`src/hdl/exec_pkg.sv`:
```
package exec_pkg;

    // opcodes follow the decode stage encoding
    typedef enum logic [7:0] {
        OP_NOP   = 8'b0000_0000,
        OP_SRL   = 8'b0000_0010,
        OP_SRA   = 8'b0000_0011,
        OP_MFHI  = 8'b0001_0000,
        OP_MTHI  = 8'b0001_0001,
        OP_MFLO  = 8'b0001_0010,
        OP_MTLO  = 8'b0001_0011,
        OP_MULT  = 8'b0001_1000,
        OP_MULTU = 8'b0001_1001,
        OP_DIV   = 8'b0001_1010,
        OP_DIVU  = 8'b0001_1011,
        OP_ADD   = 8'b0010_0000,
        OP_ADDU  = 8'b0010_0001,
        OP_SUB   = 8'b0010_0010,
        OP_SUBU  = 8'b0010_0011,
        OP_AND   = 8'b0010_0100,
        OP_OR    = 8'b0010_0101,
        OP_XOR   = 8'b0010_0110,
        OP_NOR   = 8'b0010_0111,
        OP_SLT   = 8'b0010_1010,
        OP_SLTU  = 8'b0010_1011,
        OP_TGE   = 8'b0011_0000,
        OP_TGEU  = 8'b0011_0001,
        OP_TLT   = 8'b0011_0010,
        OP_TLTU  = 8'b0011_0011,
        OP_TEQ   = 8'b0011_0100,
        OP_TNE   = 8'b0011_0110,
        OP_SLL   = 8'b0111_1100,
        OP_MADD  = 8'b1010_0110,
        OP_MADDU = 8'b1010_1000,
        OP_MUL   = 8'b1010_1001,
        OP_MSUB  = 8'b1010_1010,
        OP_MSUBU = 8'b1010_1011
    } aluop_e;

    typedef enum logic [2:0] {
        SEL_NOP   = 3'b000,
        SEL_LOGIC = 3'b001,
        SEL_SHIFT = 3'b010,
        SEL_MOVE  = 3'b011,
        SEL_ARITH = 3'b100,
        SEL_MUL   = 3'b101
    } alusel_e;

    typedef struct packed {
        aluop_e      op;
        alusel_e     sel;
        logic [31:0] reg1;
        logic [31:0] reg2;
        logic [4:0]  wd;   // destination register
        logic        wreg;
    } issue_t;

    typedef struct packed {
        logic [31:0] hi;
        logic [31:0] lo;
    } hilo_pair_t;

    // same 64 bits seen as the register pair or as one accumulator
    typedef union packed {
        hilo_pair_t  half;
        logic [63:0] acc;
    } hilo_u;

    typedef struct packed {
        logic [4:0]  wd;
        logic        wreg;
        logic [31:0] wdata;
        logic        whilo;
        hilo_u       hilo;
        logic        ov;
        logic        trap;
    } result_t;

    typedef struct packed {
        logic        start;  // level, held through the divide
        logic        sign;
        logic [31:0] op1;
        logic [31:0] op2;
    } div_req_t;

    typedef struct packed {
        logic  ready;     // one cycle pulse
        hilo_u quot_rem;  // remainder in hi, quotient in lo
    } div_rsp_t;

endpackage

```
`src/hdl/alu_core.sv`:
```
`timescale 1ns/100ps

module alu_core
    import exec_pkg::*;
(
    input  logic     clk,
    input  logic     rst,
    input  issue_t   issue_i,
    input  logic     issue_valid_i,
    input  logic     fwd_whilo_i,
    input  hilo_u    fwd_hilo_i,
    input  hilo_u    hilo_i,
    input  div_rsp_t div_rsp_i,
    output div_req_t div_req_o,
    output result_t  result_o,
    output logic     stall_o
);
    aluop_e             op;
    logic [31:0]        reg1;
    logic [31:0]        reg2;
    logic [31:0]        reg2_mux;
    logic [31:0]        sum;
    logic               ov_sum;
    logic               sub_op;
    logic               signed_cmp;
    logic               lt;
    logic [31:0]        logic_res;
    logic [31:0]        shift_res;
    logic [31:0]        move_res;
    logic [31:0]        arith_res;
    logic               mul_signed;
    logic signed [32:0] mul_a;
    logic signed [32:0] mul_b;
    logic signed [65:0] mul_full;
    hilo_u              product;
    hilo_u              hilo_cur;
    hilo_u              madd_sum;
    logic               madd_op;
    logic               msub_op;
    logic               div_op;
    logic               step_q;   // madd/msub step count
    logic [63:0]        prod_q;
    logic               stall_madd;
    logic               stall_div;
    logic               overflow;
    logic               trap;

    assign op   = issue_i.op;
    assign reg1 = issue_i.reg1;
    assign reg2 = issue_i.reg2;

    assign sub_op = (op == OP_SUB) || (op == OP_SUBU) || (op == OP_SLT) ||
                    (op == OP_TLT) || (op == OP_TGE);
    assign signed_cmp = (op == OP_SLT) || (op == OP_TLT) || (op == OP_TGE);

    assign reg2_mux = sub_op ? (~reg2 + 32'd1) : reg2;
    assign sum      = reg1 + reg2_mux;
    assign ov_sum   = (!reg1[31] && !reg2_mux[31] && sum[31]) ||
                      (reg1[31] && reg2_mux[31] && !sum[31]);

    // signed order from the difference, unsigned by plain compare
    assign lt = signed_cmp ? ((reg1[31] && !reg2[31]) ||
                              (reg1[31] == reg2[31] && sum[31]))
                           : (reg1 < reg2);

    // most recent hi/lo, the pending write wins
    assign hilo_cur = fwd_whilo_i ? fwd_hilo_i : hilo_i;

    assign mul_signed = (op == OP_MUL) || (op == OP_MULT) ||
                        (op == OP_MADD) || (op == OP_MSUB);
    assign mul_a       = {mul_signed & reg1[31], reg1};
    assign mul_b       = {mul_signed & reg2[31], reg2};
    assign mul_full    = mul_a * mul_b;
    assign product.acc = mul_full[63:0];

    assign madd_op = (op == OP_MADD) || (op == OP_MADDU);
    assign msub_op = (op == OP_MSUB) || (op == OP_MSUBU);
    assign div_op  = (op == OP_DIV) || (op == OP_DIVU);

    assign madd_sum.acc = prod_q + hilo_cur.acc;

    always_ff @(posedge clk) begin
        if (rst) begin
            step_q <= 1'b0;
        end else if (issue_valid_i && (madd_op || msub_op)) begin
            step_q <= ~step_q;
        end else begin
            step_q <= 1'b0;
        end
    end

    always_ff @(posedge clk) begin
        if (issue_valid_i && (madd_op || msub_op) && !step_q) begin
            prod_q <= msub_op ? (~product.acc + 64'd1) : product.acc;
        end
    end

    assign stall_madd = issue_valid_i && (madd_op || msub_op) && !step_q;
    assign stall_div  = issue_valid_i && div_op && !div_rsp_i.ready;
    assign stall_o    = stall_madd || stall_div;

    assign div_req_o.start = stall_div;  // dropped on the ready pulse
    assign div_req_o.sign  = (op == OP_DIV);
    assign div_req_o.op1   = reg1;
    assign div_req_o.op2   = reg2;

    always_comb begin
        case (op)
            OP_OR:   logic_res = reg1 | reg2;
            OP_AND:  logic_res = reg1 & reg2;
            OP_NOR:  logic_res = ~(reg1 | reg2);
            OP_XOR:  logic_res = reg1 ^ reg2;
            default: logic_res = 32'd0;
        endcase
    end

    always_comb begin
        case (op)
            OP_SLL:  shift_res = reg2 << reg1[4:0];
            OP_SRL:  shift_res = reg2 >> reg1[4:0];
            OP_SRA:  shift_res = $signed(reg2) >>> reg1[4:0];
            default: shift_res = 32'd0;
        endcase
    end

    always_comb begin
        case (op)
            OP_MFHI: move_res = hilo_cur.half.hi;
            OP_MFLO: move_res = hilo_cur.half.lo;
            default: move_res = 32'd0;
        endcase
    end

    always_comb begin
        case (op)
            OP_SLT, OP_SLTU: arith_res = {31'd0, lt};
            OP_ADD, OP_ADDU, OP_SUB, OP_SUBU: arith_res = sum;
            default: arith_res = 32'd0;
        endcase
    end

    always_comb begin
        case (op)
            OP_TEQ:          trap = (reg1 == reg2);
            OP_TNE:          trap = (reg1 != reg2);
            OP_TGE, OP_TGEU: trap = !lt;
            OP_TLT, OP_TLTU: trap = lt;
            default:         trap = 1'b0;
        endcase
    end

    assign overflow = ((op == OP_ADD) || (op == OP_SUB)) && ov_sum;

    always_comb begin
        result_o.wd    = issue_i.wd;
        result_o.wreg  = issue_i.wreg && !overflow;  // no write on overflow
        result_o.ov    = overflow;
        result_o.trap  = trap;
        result_o.whilo = 1'b0;
        result_o.hilo  = '0;

        case (issue_i.sel)
            SEL_LOGIC: result_o.wdata = logic_res;
            SEL_SHIFT: result_o.wdata = shift_res;
            SEL_MOVE:  result_o.wdata = move_res;
            SEL_ARITH: result_o.wdata = arith_res;
            SEL_MUL:   result_o.wdata = product.half.lo;
            default:   result_o.wdata = 32'd0;
        endcase

        case (op)
            OP_MTHI: begin
                result_o.whilo        = 1'b1;
                result_o.hilo.half.hi = reg1;
                result_o.hilo.half.lo = hilo_cur.half.lo;
            end
            OP_MTLO: begin
                result_o.whilo        = 1'b1;
                result_o.hilo.half.hi = hilo_cur.half.hi;
                result_o.hilo.half.lo = reg1;
            end
            OP_MUL, OP_MULT, OP_MULTU: begin
                result_o.whilo = 1'b1;
                result_o.hilo  = product;
            end
            OP_MADD, OP_MADDU, OP_MSUB, OP_MSUBU: begin
                result_o.whilo = 1'b1;
                result_o.hilo  = madd_sum;  // only captured on the second step
            end
            OP_DIV, OP_DIVU: begin
                result_o.whilo = 1'b1;
                result_o.hilo  = div_rsp_i.quot_rem;
            end
            default: begin
            end
        endcase
    end

endmodule

```
`src/hdl/div_unit.sv`:
```
`timescale 1ns/100ps

module div_unit
    import exec_pkg::*;
(
    input  logic     clk,
    input  logic     rst,
    input  div_req_t req_i,
    output div_rsp_t rsp_o
);
    typedef enum logic [1:0] {
        DIV_IDLE,
        DIV_BY_ZERO,
        DIV_RUN,
        DIV_DONE
    } div_state_e;

    div_state_e  state_q;
    logic [4:0]  cnt_q;
    logic        ready_q;
    logic [31:0] dvs_q;
    logic [31:0] rem_q;
    logic [31:0] quo_q;
    logic        neg_quo_q;
    logic        neg_rem_q;
    hilo_u       res_q;
    logic [31:0] dvd_mag;
    logic [31:0] dvs_mag;
    logic [32:0] trial;
    logic [32:0] diff;

    assign dvd_mag = (req_i.sign && req_i.op1[31]) ? (~req_i.op1 + 32'd1) : req_i.op1;
    assign dvs_mag = (req_i.sign && req_i.op2[31]) ? (~req_i.op2 + 32'd1) : req_i.op2;

    // shift in the next dividend bit and try the subtract
    assign trial = {rem_q, quo_q[31]};
    assign diff  = trial - {1'b0, dvs_q};

    always_ff @(posedge clk) begin
        if (rst) begin
            state_q <= DIV_IDLE;
            cnt_q   <= 5'd0;
            ready_q <= 1'b0;
        end else begin
            case (state_q)
                DIV_IDLE: begin
                    ready_q <= 1'b0;
                    cnt_q   <= 5'd0;
                    if (req_i.start) begin
                        state_q <= (req_i.op2 == 32'd0) ? DIV_BY_ZERO : DIV_RUN;
                    end
                end
                DIV_BY_ZERO: begin
                    if (!req_i.start) begin
                        state_q <= DIV_IDLE;
                    end else begin
                        ready_q <= 1'b1;
                        state_q <= DIV_DONE;
                    end
                end
                DIV_RUN: begin
                    if (!req_i.start) begin
                        state_q <= DIV_IDLE;  // cancelled
                    end else begin
                        cnt_q <= cnt_q + 5'd1;
                        if (cnt_q == 5'd31) begin
                            state_q <= DIV_DONE;
                        end
                    end
                end
                DIV_DONE: begin
                    ready_q <= req_i.start && !ready_q;
                    if (!req_i.start) begin
                        state_q <= DIV_IDLE;
                    end
                end
                default: state_q <= DIV_IDLE;
            endcase
        end
    end

    always_ff @(posedge clk) begin
        case (state_q)
            DIV_IDLE: begin
                rem_q     <= 32'd0;
                quo_q     <= dvd_mag;
                dvs_q     <= dvs_mag;
                neg_quo_q <= req_i.sign && (req_i.op1[31] ^ req_i.op2[31]);
                neg_rem_q <= req_i.sign && req_i.op1[31];  // remainder follows dividend
            end
            DIV_BY_ZERO: res_q.acc <= 64'd0;
            DIV_RUN: begin
                if (!diff[32]) begin
                    rem_q <= diff[31:0];
                    quo_q <= {quo_q[30:0], 1'b1};
                end else begin
                    rem_q <= trial[31:0];
                    quo_q <= {quo_q[30:0], 1'b0};
                end
            end
            DIV_DONE: begin
                if (req_i.start && !ready_q) begin
                    res_q.half.hi <= neg_rem_q ? (~rem_q + 32'd1) : rem_q;
                    res_q.half.lo <= neg_quo_q ? (~quo_q + 32'd1) : quo_q;
                end
            end
            default: begin
            end
        endcase
    end

    assign rsp_o.ready    = ready_q;
    assign rsp_o.quot_rem = res_q;

endmodule

```
`src/hdl/ex_commit.sv`:
```
`timescale 1ns/100ps

module ex_commit
    import exec_pkg::*;
(
    input  logic    clk,
    input  logic    rst,
    input  result_t result_i,
    input  logic    capture_i,
    output result_t res_o,
    output logic    res_valid_o,
    output logic    fwd_whilo_o,
    output hilo_u   fwd_hilo_o,
    output hilo_u   hilo_o
);
    result_t res_q;
    logic    valid_q;
    hilo_u   hilo_q;
    logic    hilo_we;

    always_ff @(posedge clk) begin
        if (capture_i) begin
            res_q <= result_i;
        end
    end

    always_ff @(posedge clk) begin
        if (rst) begin
            valid_q <= 1'b0;
        end else begin
            valid_q <= capture_i;  // one cycle per accepted issue
        end
    end

    // the pending write sits in res_q for one cycle before landing here
    assign hilo_we = valid_q && res_q.whilo;

    always_ff @(posedge clk) begin
        if (rst) begin
            hilo_q <= '0;
        end else if (hilo_we) begin
            hilo_q <= res_q.hilo;
        end
    end

    assign res_o       = res_q;
    assign res_valid_o = valid_q;

    // forward source for the next instruction's hi/lo read
    assign fwd_whilo_o = hilo_we;
    assign fwd_hilo_o  = res_q.hilo;
    assign hilo_o      = hilo_q;

endmodule

```
`src/hdl/exec_top.sv`:
```
`timescale 1ns/100ps

module exec_top
    import exec_pkg::*;
(
    input  logic    clk,
    input  logic    rst,
    input  issue_t  issue_i,
    input  logic    issue_valid_i,
    output result_t res_o,
    output logic    res_valid_o,
    output logic    stall_o
);
    result_t  alu_res;
    div_req_t div_req;
    div_rsp_t div_rsp;
    logic     fwd_whilo;
    hilo_u    fwd_hilo;
    hilo_u    hilo;
    logic     capture;

    assign capture = issue_valid_i && !stall_o;  // accepted this cycle

    alu_core i_alu_core (
        .clk           (clk),
        .rst           (rst),
        .issue_i       (issue_i),
        .issue_valid_i (issue_valid_i),
        .fwd_whilo_i   (fwd_whilo),
        .fwd_hilo_i    (fwd_hilo),
        .hilo_i        (hilo),
        .div_rsp_i     (div_rsp),
        .div_req_o     (div_req),
        .result_o      (alu_res),
        .stall_o       (stall_o)
    );

    div_unit i_div_unit (
        .clk   (clk),
        .rst   (rst),
        .req_i (div_req),
        .rsp_o (div_rsp)
    );

    ex_commit i_ex_commit (
        .clk         (clk),
        .rst         (rst),
        .result_i    (alu_res),
        .capture_i   (capture),
        .res_o       (res_o),
        .res_valid_o (res_valid_o),
        .fwd_whilo_o (fwd_whilo),
        .fwd_hilo_o  (fwd_hilo),
        .hilo_o      (hilo)
    );

endmodule

```
`config.mk`:
```
export PLATFORM = sky130hd
export DESIGN_NAME = exec_top
export DESIGN_NICKNAME = d
export VERILOG_FILES = /design/src/hdl/exec_pkg.sv /design/src/hdl/alu_core.sv /design/src/hdl/div_unit.sv /design/src/hdl/ex_commit.sv /design/src/hdl/exec_top.sv
export SDC_FILE = /design/constraint.sdc
export NUM_CORES = 2
export LEC_CHECK = 0
export BUFFER_PORTS_ARGS = -buffer_cell sky130_fd_sc_hd__buf_2
export CAP_MARGIN = 0
export CORE_UTILIZATION = 50
export DETAILED_ROUTE_END_ITERATION = 8
export GPL_TIMING_DRIVEN = 1
export PLACE_DENSITY = 0.62
export SLEW_MARGIN = 20
export SYNTH_ARGS = -nofsm -noshare
export SYNTH_HDL_FRONTEND = slang
export SYNTH_SLANG_ARGS = --single-unit
```
`constraint.sdc`:
```
create_clock -name clk -period 20.6 [get_ports clk]
set_input_delay 2.06 -clock clk [delete_from_list [all_inputs] [get_ports clk]]
set_output_delay 2.06 -clock clk [all_outputs]
set_load 0.05 [all_outputs]
```
==> metrics.txt <==
status finished, final reports clean; Synth async-reset ratio 0; DIE HEIGHT 382 um; later-pin clock latency in the skew report roughly 0.62 ns; first drt pass iteration count 9; crit path launch type input port; CTS hold repair buffers 0; Finish-stage setup viols 0; post-detailed-route wirelength per cell just over 30 um; H-tree levels 2; first-pass GRT wire length 442 mm; # IOs 191; Max Buffers Root-to-Sink 3; PortBufs 190; Worst Path Arrival 13.50 ns; simple-gate share of the synthesized area 0.150; Routed WL 308 mm; Final Hold Fails 0; clock sink total 405; fin. max-slew vios 0; syn avg cell area 8.66 sq um; Yosys reg bits 405; largest family of logic cells by synthesized area adder cells; Post-synth top cells inv_1, fa_1, nand2_1, nor2_1, ha_1; synth warn 0; Final ANT Viol Nets 0; mux share of post-synthesis cell area 0.0305; Crit Reg-Reg Endpoint i_ex_commit.fwd_hilo_o[61]; Synth Area in XOR/XNOR 0.0449; crit path time final 13.15 ns; Crit path required time roughly 21 ns; most common cell in the netlist inv_1; Root Buffer clkbuf_16; CP peak stage delay around 0.99 ns; EDFF count, synth 331; vias in the first global route 62,800; compound-cell area share of the yosys netlist 0.128; r2r worst-path depth 16; placer congestion estimate 1.04; non-filler cells, final 10,200; layout overhead on the synthesized area 6.24%; CTS Buf Count slightly above 40; Max Clock Freq 76.1 MHz; Slew @ Worst Pin 1.20 ns; Reg clk slew, reported paths approximately 0.06 ns; Setup crit end kind flop; Clock Skew roughly 0.029 ns; share of cells above drive strength 1 0.0667; CTS tree yes; RSZ-0062 raised after global routing no; Die Area around 150,000 sq um; Yosys top cell by area fa_1; Main synth FF type edfxtp_1; Max-Cap Viols 0; post-detailed-placement half-perimeter wirelength 241 mm; Worst Hold Class reg -> reg; Rows 139; initial core utilization 0.503; worst reg-to-reg setup slack roughly 14 ns; final setup TNS 0 ns; WHS 0.507 ns; Setup WS post-layout 7.45 ns; GR Util All Layers 0.421; post-synth cell types 106; Filler cells 13,700; Post-Synth Adder-Cell Area 0.391; Post-CTS Resized 0; Critical Path Fanout Max 20; Hold Path Sink i_div_unit.cnt_q[4]; CP most frequent cell fa_1; grt ovf 0; largest net degree at the start of global routing 69; CP max stage cell fa_1; initial antenna violation count 20; synthesized area 72,200 sq um; worst hold stages 2; core area about 140,000 sq um; die width approximately 380 um; top cells by area, synth fa_1, edfxtp_1, ha_1, inv_1, nand2_1; fin crit share 0.638; DRC viols 0; worst r2r src i_ex_commit.res_o[66]; max_slew headroom 0.178; initial detailed-routing violation count 7,907; Worst Setup Path Type in -> reg; Post-Syn Instances 8,329; post-synthesis sequential area ratio 0.158; NumNets Final between 9,000 and 10,000; Post-Place Setup Slack between 7 and 8 ns; top cell type's share of synthesized area 0.313; Net Count, Synth 9,989; Vias about 63,000; worst hold path startpoint i_div_unit.cnt_q[4]; Via density 6.20; dpl cells about 10,000; # Post-CTS Setup Buffers 0
==> worst max-delay path: cells and delay by family <==
family          cells  cell delay, ns
compound gates      7            2.38
simple gates       10            2.34
xor+xnor            1            0.19
buf+inv             9            1.34
fa+ha+maj           9            5.12
==> routing by layer <==
layer  GRT usage  vias up  routed length (um)
met5     0.00761        -                 241
met4       0.246       16               22200
met3      0.0959      811               35900
met2       0.624     4084              129000
met1       0.562    31500              120000
li1            -    26900                   -
==> how the worst max path moves through the flow <==
stage / from / to / slack (ns) / cells past startpoint
2_1_floorplan: issue_i[76] / i_alu_core.prod_q[63] / 9.17 / 36
3_3_place_gp: issue_i[76] / i_alu_core.prod_q[63] / 7.10 / 36
3_5_place_dp: issue_i[76] / i_alu_core.prod_q[63] / 7.02 / 36
4_1_cts: issue_i[76] / i_alu_core.prod_q[63] / 7.68 / 36
5_1_grt: issue_i[76] / i_alu_core.prod_q[63] / 6.84 / 36
6_report: issue_i[76] / i_alu_core.prod_q[63] / 7.45 / 36
==> layout make-up <==
class,count,area (sq um),share of cell area
flip-flops and latches,405,11400,0.149
clock inverters,20,267,0.00348
clock buffers,56,1170,0.0153
inverters,1392,5230,0.0682
well taps,1903,2380,0.0311
repair buffers,374,2350,0.0306
multi-input cells,6055,53800,0.702
diodes,6,15.0,0.000196
==> placed cells by master (no fill, tap or decap), drive strengths merged, types with 46 or more instances in the layout <==
cell / netlist / layout
a211oi: 49 / 49
a21o: 89 / 89
a21oi: 373 / 373
a222oi: 54 / 54
and2: 92 / 92
and3: 52 / 52
buf: 128 / 374
clkbuf: 349 / 56
dfxtp: 74 / 74
edfxtp: 331 / 331
fa: 1128 / 1128
ha: 448 / 448
inv: 1373 / 1378
mux2i: 187 / 187
nand2: 1123 / 1123
nand2b: 53 / 53
nand3: 82 / 82
nor2: 734 / 734
nor2b: 56 / 56
nor3: 82 / 82
o21ai: 421 / 421
o22ai: 51 / 51
o31ai: 46 / 46
xnor2: 284 / 284
xor2: 86 / 86
==> flip-flops by register name, indices dropped and copies added, names as in the netlist, 2 cells and up <==
register / count
i_div_unit.quo_q: 32
i_alu_core.prod_q: 64
i_div_unit.rem_q: 32
i_div_unit.res_q: 64
i_div_unit.dvs_q: 32
i_ex_commit.res_o: 41
i_div_unit.cnt_q: 5
i_ex_commit.hilo_o: 64
i_div_unit.state_q: 2
i_ex_commit.fwd_hilo_o: 64
==> cell families after synthesis <==
kind of cell    count (synthesis)
compound gates               1440
xor+xnor                      370
fa+ha+maj                    1576
buf+inv                      1869
flops                         405
mux                           206
simple gates                 2463
==> through the flow <==
step	instance area (sq um)	util
2_1_floorplan	72200	-
3_3_place_gp	75200	0.525
3_5_place_dp	75200	0.525
4_1_cts	76600	0.535
5_1_grt	76600	0.535
6_report	76700	0.535
Power is not shown: default switching activity piles up to over one toggle a cycle in this logic, so the estimate is an artifact.
